**src/rtl/fifo_pkg.sv**
```systemverilog
`default_nettype none

package fifo_pkg;

  // Number of entries held by the FIFO
  // Power of two, so both pointers wrap without extra logic
  localparam int fifo_depth = 8;

  // Bits carried by one entry
  localparam int fifo_width = 16;

  // Address bits for one storage slot
  localparam int fifo_ptr_width = $clog2(fifo_depth);

  // Count bits, wide enough for 0 through fifo_depth inclusive
  localparam int fifo_count_width = $clog2(fifo_depth + 1);

  // One stored entry
  typedef logic [fifo_width-1:0] fifo_data_t;

  // Storage address, used for both write and read pointers
  typedef logic [fifo_ptr_width-1:0] fifo_ptr_t;

  // Item or slot count
  typedef logic [fifo_count_width-1:0] fifo_count_t;

  // Single write into storage
  typedef struct packed {
    logic       en;
    fifo_ptr_t  addr;
    fifo_data_t data;
  } fifo_wr_t;

  // Status flags, used for both the current and the next-cycle view
  typedef struct packed {
    logic        full;
    logic        empty;
    fifo_count_t items;
    fifo_count_t slots;
  } fifo_status_t;

  // Status of an empty FIFO, loaded on reset
  localparam fifo_status_t fifo_status_init = '{
    full:  1'b0,
    empty: 1'b1,
    items: '0,
    slots: fifo_count_t'(fifo_depth)
  };

endpackage

`default_nettype wire

```
**src/rtl/fifo_push_ctrl.sv**
```systemverilog
`timescale 1ns/10ps
`default_nettype none

module fifo_push_ctrl
  import fifo_pkg::*;
(
  input  wire        clk,
  input  wire        rst,

  // Producer side
  input  logic       push_valid,
  input  fifo_data_t push_data,
  output logic       push_ready,

  // Current full flag from the occupancy stage
  input  logic       full,

  // Transfer strobe toward the occupancy stage
  output logic       push_fire,

  // Write into storage
  output fifo_wr_t   wr
);

  // Next slot to be written
  fifo_ptr_t wr_ptr;

  // Room available whenever the FIFO is not full
  // No bypass, so a pop in this cycle does not free a slot for this push
  assign push_ready = ~full;

  // Transfer happens when both sides agree
  assign push_fire = push_valid & push_ready;

  // Write struct built straight from the pointer and the incoming entry
  // Enable follows the transfer, so a stalled push never writes
  assign wr.en   = push_fire;
  assign wr.addr = wr_ptr;
  assign wr.data = push_data;

  // Write pointer
  // Advances one slot per push transfer and wraps at the depth
  always_ff @(posedge clk) begin
    if (rst) begin
      wr_ptr <= '0;
    end else if (push_fire) begin
      wr_ptr <= wr_ptr + fifo_ptr_t'(1);
    end
  end

endmodule

`default_nettype wire

```
**src/rtl/fifo_mem.sv**
```systemverilog
`timescale 1ns/10ps
`default_nettype none

module fifo_mem
  import fifo_pkg::*;
(
  input  wire        clk,

  // Write port from the push stage
  input  fifo_wr_t   wr,

  // Read port toward the pop stage
  input  fifo_ptr_t  rd_addr,
  output fifo_data_t rd_data
);

  // Flip-flop storage, one register per entry
  fifo_data_t mem [fifo_depth];

  // Write port
  // Entry lands at the edge of the push transfer
  always_ff @(posedge clk) begin
    if (wr.en) begin
      mem[wr.addr] <= wr.data;
    end
  end

  // Read port
  // Combinational, so the head entry shows as soon as the read pointer moves
  // A slot written at edge N is readable right after N
  assign rd_data = mem[rd_addr];

endmodule

`default_nettype wire

```
**src/rtl/fifo_pop_ctrl.sv**
```systemverilog
`timescale 1ns/10ps
`default_nettype none

module fifo_pop_ctrl
  import fifo_pkg::*;
(
  input  wire        clk,
  input  wire        rst,

  // Current empty flag from the occupancy stage
  input  logic       empty,

  // Consumer side
  input  logic       pop_ready,
  output logic       pop_valid,
  output fifo_data_t pop_data,

  // Storage read port
  input  fifo_data_t rd_data,
  output fifo_ptr_t  rd_addr,

  // Transfer strobe toward the occupancy stage
  output logic       pop_fire
);

  // Slot holding the head entry
  fifo_ptr_t rd_ptr;

  // Head entry is valid whenever something is stored
  // Flag is registered, so pop_valid holds until the transfer
  assign pop_valid = ~empty;

  // Transfer happens when both sides agree
  assign pop_fire = pop_valid & pop_ready;

  // Storage is always read at the head
  assign rd_addr = rd_ptr;

  // Head entry straight from storage, qualified by pop_valid
  assign pop_data = rd_data;

  // Read pointer
  // Advances one slot per pop transfer, the next entry shows right after
  always_ff @(posedge clk) begin
    if (rst) begin
      rd_ptr <= '0;
    end else if (pop_fire) begin
      rd_ptr <= rd_ptr + fifo_ptr_t'(1);
    end
  end

endmodule

`default_nettype wire

```
**src/rtl/fifo_occupancy.sv**
```systemverilog
`timescale 1ns/10ps
`default_nettype none

module fifo_occupancy
  import fifo_pkg::*;
(
  input  wire          clk,
  input  wire          rst,

  // Transfer strobes from the push and pop stages
  input  logic         push_fire,
  input  logic         pop_fire,

  // Registered status for this cycle
  output fifo_status_t status,

  // Status that takes effect at the next edge
  output fifo_status_t status_next
);

  // Item count after this cycle's transfers
  fifo_count_t items_next;

  // Free slots after this cycle's transfers
  fifo_count_t slots_next;

  // Next item count
  // Push adds one, pop removes one, both together leave it unchanged
  // Push is refused when full and pop when empty, so no wrap here
  always_comb begin
    items_next = status.items;
    if (push_fire) begin
      items_next = items_next + fifo_count_t'(1);
    end
    if (pop_fire) begin
      items_next = items_next - fifo_count_t'(1);
    end
  end

  // Slots mirror items against the depth
  assign slots_next = fifo_count_t'(fifo_depth) - items_next;

  // Next status
  // Full and empty come from the next count
  // so they line up with items and slots after the edge
  always_comb begin
    status_next.items = items_next;
    status_next.slots = slots_next;
    status_next.full  = (items_next == fifo_count_t'(fifo_depth));
    status_next.empty = (items_next == '0);
  end

  // Status register
  // Loads the whole next status at each edge
  // so the value after an edge is the status_next seen before it
  always_ff @(posedge clk) begin
    if (rst) begin
      // Empty FIFO with every slot free
      status <= fifo_status_init;
    end else begin
      status <= status_next;
    end
  end

endmodule

`default_nettype wire

```
**src/rtl/fifo_top.sv**
```systemverilog
`timescale 1ns/10ps
`default_nettype none

module fifo_top
  import fifo_pkg::*;
(
  input  wire          clk,
  input  wire          rst,

  // Push interface
  input  logic         push_valid,
  output logic         push_ready,
  input  fifo_data_t   push_data,

  // Pop interface
  output logic         pop_valid,
  input  logic         pop_ready,
  output fifo_data_t   pop_data,

  // Status flags, current and next cycle
  output fifo_status_t status,
  output fifo_status_t status_next
);

  // Write from the push stage into storage
  fifo_wr_t   wr;

  // Transfer strobes into the occupancy stage
  logic       push_fire;
  logic       pop_fire;

  // Storage read port
  fifo_ptr_t  rd_addr;
  fifo_data_t rd_data;

  // Push stage
  // Gated by the current full flag
  fifo_push_ctrl u_push_ctrl (
    .clk        (clk),
    .rst        (rst),
    .push_valid (push_valid),
    .push_data  (push_data),
    .push_ready (push_ready),
    .full       (status.full),
    .push_fire  (push_fire),
    .wr         (wr)
  );

  // Storage
  // Written by the push stage, read at the pop stage's head pointer
  fifo_mem u_mem (
    .clk     (clk),
    .wr      (wr),
    .rd_addr (rd_addr),
    .rd_data (rd_data)
  );

  // Pop stage
  // Gated by the current empty flag
  fifo_pop_ctrl u_pop_ctrl (
    .clk       (clk),
    .rst       (rst),
    .empty     (status.empty),
    .pop_ready (pop_ready),
    .pop_valid (pop_valid),
    .pop_data  (pop_data),
    .rd_data   (rd_data),
    .rd_addr   (rd_addr),
    .pop_fire  (pop_fire)
  );

  // Occupancy
  // Counts transfers and owns every status flag
  fifo_occupancy u_occupancy (
    .clk         (clk),
    .rst         (rst),
    .push_fire   (push_fire),
    .pop_fire    (pop_fire),
    .status      (status),
    .status_next (status_next)
  );

endmodule

`default_nettype wire

```
**config.mk**
```make
export PLATFORM = sky130hd
export DESIGN_NAME = fifo_top
export DESIGN_NICKNAME = d
export VERILOG_FILES = /design/src/rtl/fifo_pkg.sv /design/src/rtl/fifo_push_ctrl.sv /design/src/rtl/fifo_mem.sv /design/src/rtl/fifo_pop_ctrl.sv /design/src/rtl/fifo_occupancy.sv /design/src/rtl/fifo_top.sv
export SDC_FILE = /design/constraint.sdc
export NUM_CORES = 1
export LEC_CHECK = 0
export ABC_AREA = 1
export BUFFER_PORTS_ARGS = -buffer_cell sky130_fd_sc_hd__buf_2
export CORE_MARGIN = 1
export CORE_UTILIZATION = 26
export DETAILED_ROUTE_END_ITERATION = 7
export PLACE_DENSITY = 0.4
export SETUP_SLACK_MARGIN = 0.05
export SLEW_MARGIN = 25
export SYNTH_ARGS = -nofsm -noshare
export SYNTH_HDL_FRONTEND = slang
export SYNTH_SLANG_ARGS = --single-unit
```
**constraint.sdc**
```tcl
create_clock -name clk -period 2.8 [get_ports clk]
set_clock_uncertainty 0.2 [all_clocks]
set_input_delay 0.14 -clock clk [delete_from_list [all_inputs] [get_ports clk]]
set_output_delay 0.14 -clock clk [all_outputs]
set_load 0.02 [all_outputs]
```
==> reports/metrics.json <==
{
  "status": "finished, final reports clean",
  "grt_start_max_net_pins": 65,
  "report.final.setup_viol": 0,
  "total_clock_buffers_created_by_cts": 17,
  "worst_slew_margin_relative_to_its_limit_pct": 45.8,
  "clkSlewWorstSetupHoldPaths_ns": 0.06,
  "r2r-start": "u_occupancy.status[9]$_SDFF_PP0_",
  "die_area_um2": 23300,
  "clockBufferDepth": 2,
  "synth_top_flop_cell": "edfxtp_1",
  "setup.reg_to_reg.worst_slack_ns": 0.73,
  "synth_mux_area_share_pct": 0,
  "synth-edff-count": 128,
  "route.final.wire_length_mm": 14.2,
  "clock_tree.htree_level_count": 4,
  "synth.yosys.seq_area_share_pct": 71.3,
  "fin_crit_ns": 2.60,
  "slew_viol_final": 0,
  "synthesis.area_per_instance_um2": 11.8,
  "drtAntennaViolNets": 0,
  "synth.most_common_cell": "edfxtp_1",
  "power_density_nw_per_um2": 782,
  "required_ns": 2.46,
  "min_period_over_period_pct": 92.8,
  "dominant_combinational_cell_family_by_area_after_synthesis": "simple AND/OR/NAND/NOR gates",
  "data_arrival_at_the_endpoint_of_the_critical_path_ns": 2.26,
  "share_of_flip_flops_with_an_asynchronous_set_or_reset_after_synthesis_pct": 0,
  "synth_compound_area_share_pct": 8.14,
  "die_width_um": 153,
  "synthTopCellsByCount": "edfxtp_1, nor2_1, nand2_1",
  "synth.top_cell.area_share_pct": 65.2,
  "synth_largest_area_cell": "edfxtp_1",
  "r2r_end": "u_push_ctrl.wr_ptr[2]$_SDFFE_PP0N_",
  "std_cell_rows": 54,
  "first_global_vias": 3851,
  "synthesis.area_um2": 5900,
  "hold_viol_final": 0,
  "seq_area_um2": 4210,
  "vdd_ir_drop_max_mv": 0.351,
  "ys_ff_latch": 146,
  "yosys.area_share.simple_pct": 15.5,
  "synth-warning-count": 0,
  "totalNegativeSetupSlack_ns": 0,
  "placement.io_buffers": 57,
  "yosys-top-cells-area": "edfxtp_1, nor2_1, dfxtp_1",
  "grt_util_all_layers_pct": 12.5,
  "clock-root-buffer": "clkbuf_16",
  "number_of_design_rule_violations_left_after_detail_routing": 0,
  "max_cap_viol_count": 0,
  "clk-insertion-delay-late_ns": 0.41,
  "rsz0062_at_grt": "false",
  "synth.net_count": 524,
  "dr.first_iter.drc_count": 192,
  "timing.setup.critical_path_class": "register to output port",
  "num_ports": 58,
  "nets_final": 612,
  "dr.pass1.iters": 6,
  "multi_input_area_um2": 1500,
  "grt_antenna_before_repair": 0,
  "routed_wire_length_per_instance_um": 16.2,
  "hold_ep": "u_push_ctrl.wr_ptr[1]$_SDFFE_PP0N_",
  "tritoncts_clock_tree": "done",
  "start_kind": "register",
  "avgViaCountPerCell": 4.49,
  "die_h_um": 153,
  "hpwl_mm": 8.23,
  "cp-end-kind": "output port",
  "min-delay-path-class": "primary input to register",
  "p_leak_nw": 2.78,
  "synthesis.instances": 499,
  "maximum_achievable_frequency_mhz": 385,
  "post_route_cells_drive_above_1_share_pct": 23.7,
  "place_congestion": 0.777,
  "initial_utilization_pct": 26.8,
  "max_slew.worst_pin.slew_ns": 0.811,
  "clock-sinks": 146,
  "min_path_cells": 4,
  "fillers": 2187,
  "r2r_cells": 5,
  "post-route-util_pct": 33.8,
  "area_growth_pct": 26.3,
  "post_synth_num_cell_types": 24,
  "dr_total_vias": 3953,
  "diodes": 0,
  "worst_hold_startpoint": "push_valid",
  "critical_path.max_fanout": 5,
  "yosys.area_share.adder_pct": 1.06,
  "wire_length_of_the_first_global_routing_pass_mm": 21.7,
  "grt-ovfl-total": 0,
  "core_region_area_um2": 22000,
  "synth-xor-area-share_pct": 0.148
}
-- flip-flops by register name, indices dropped and copies added (netlist names), named ones only --
name / flops
u_occupancy.status: 9
u_push_ctrl.wr_ptr: 3
u_pop_ctrl.rd_addr: 3
u_mem.mem: 128
-- kinds of logic after synthesis --
| logic type | Yosys count |
|---|---|
| AO/OA/AOI/OAI | 72 |
| AND/OR/NAND/NOR | 221 |
| XOR/XNOR | 1 |
| buffers and inverters | 54 |
| adder cells (fa/ha/maj) | 5 |
| flip-flops | 146 |
-- worst max-delay path by stage --
| stage | from | end | slack (ns) |
|---|---|---|---|
| after floorplan | u_occupancy.status[0]$_SDFF_PP0_ | status_next[2] | 0.45 |
| after global placement | u_occupancy.status[0]$_SDFF_PP0_ | status_next[2] | 0.51 |
| final | u_occupancy.status[5]$_SDFF_PP0_ | status_next[2] | 0.20 |
| after CTS | u_occupancy.status[0]$_SDFF_PP0_ | status_next[2] | 0.07 |
| after detailed placement | u_occupancy.status[0]$_SDFF_PP0_ | status_next[2] | 0.44 |
| after global routing | u_occupancy.status[0]$_SDFF_PP0_ | status_next[2] | 0.05 |
-- routing by layer --
layer	track usage, %	vias up	part of all wire, %
li1	-	1927	-
met1	15.9	1933	48
met2	20.8	78	47
met3	3.56	15	3.9
met4	3.51	0	1.2
met5	0	-	0
-- area by class of cell --
| type | instances | area share, % |
|---|---|---|
| tap | 280 | 4.70 |
| clock inverter | 15 | 2.74 |
| timing repair buffer | 97 | 8.93 |
| multi-input combinational | 299 | 20.1 |
| inverter | 26 | 1.31 |
| sequential | 146 | 56.5 |
| clock buffer | 17 | 5.71 |
-- cell usage in the layout (no fill, tap or decap), types with 4 or more instances in the layout --
cell	instances
bufinv_16	4
buf_2	56
nor2_2	7
dfxtp_1	15
dlygate4sd3_1	21
o32ai_1	32
inv_1	20
nor2_1	115
a21oi_1	4
clkinv_4	4
nand2_1	71
ha_1	4
nand3_1	9
clkbuf_16	17
o21ai_0	34
nand2_2	11
inv_2	6
inv_6	4
edfxtp_1	128
buf_4	18
-- repair_timing --
action,4_1_cts,5_1_grt
hold buffers,21,0
gates resized for setup,3,5
pin swaps,0,2
endpoints found under the setup margin,1,2
setup buffers,0,2
hold endpoints to repair,140,0
-- critical path, stage by stage (launching register included) --
cell     delay, ns
dfxtp_1       0.35
ha_1          0.29
nand2_1       0.08
nand2_2       0.09
inv_1         0.04
ha_1          0.27
nand2_1       0.10
nand2_4       0.08
ha_4          0.18
nand2_4       0.07
inv_1         0.06
nor2_1        0.08
buf_4         0.14
-- power by group --
group / total (mW) / switching (mW) / leakage, nW / internal [mW]
Sequential: 2.49 / 0.0429 / 1.31 / 2.45
Combinational: 0.921 / 0.604 / 1.16 / 0.317
Clock: 2.42 / 0.914 / 0.310 / 1.50
Total: 5.83 / 1.56 / 2.78 / 4.27
-- stage by stage --
stage / std cells / area [µm²] / power (mW) / hold slack (ns) / worst slack, ns
2_1_floorplan: 499 / 5900 / 3.13 / 0.0389 / 0.448
3_3_place_gp: 825 / 6570 / 3.41 / 0.218 / 0.508
3_5_place_dp: 825 / 6570 / 3.41 / 0.228 / 0.439
4_1_cts: 878 / 7410 / 5.87 / 0.0127 / 0.0730
5_1_grt: 880 / 7450 / 6.07 / 0.0367 / 0.0482
6_report: 880 / 7450 / 5.83 / 0.0207 / 0.203
Note: power is estimated with default switching activity, not from simulation.
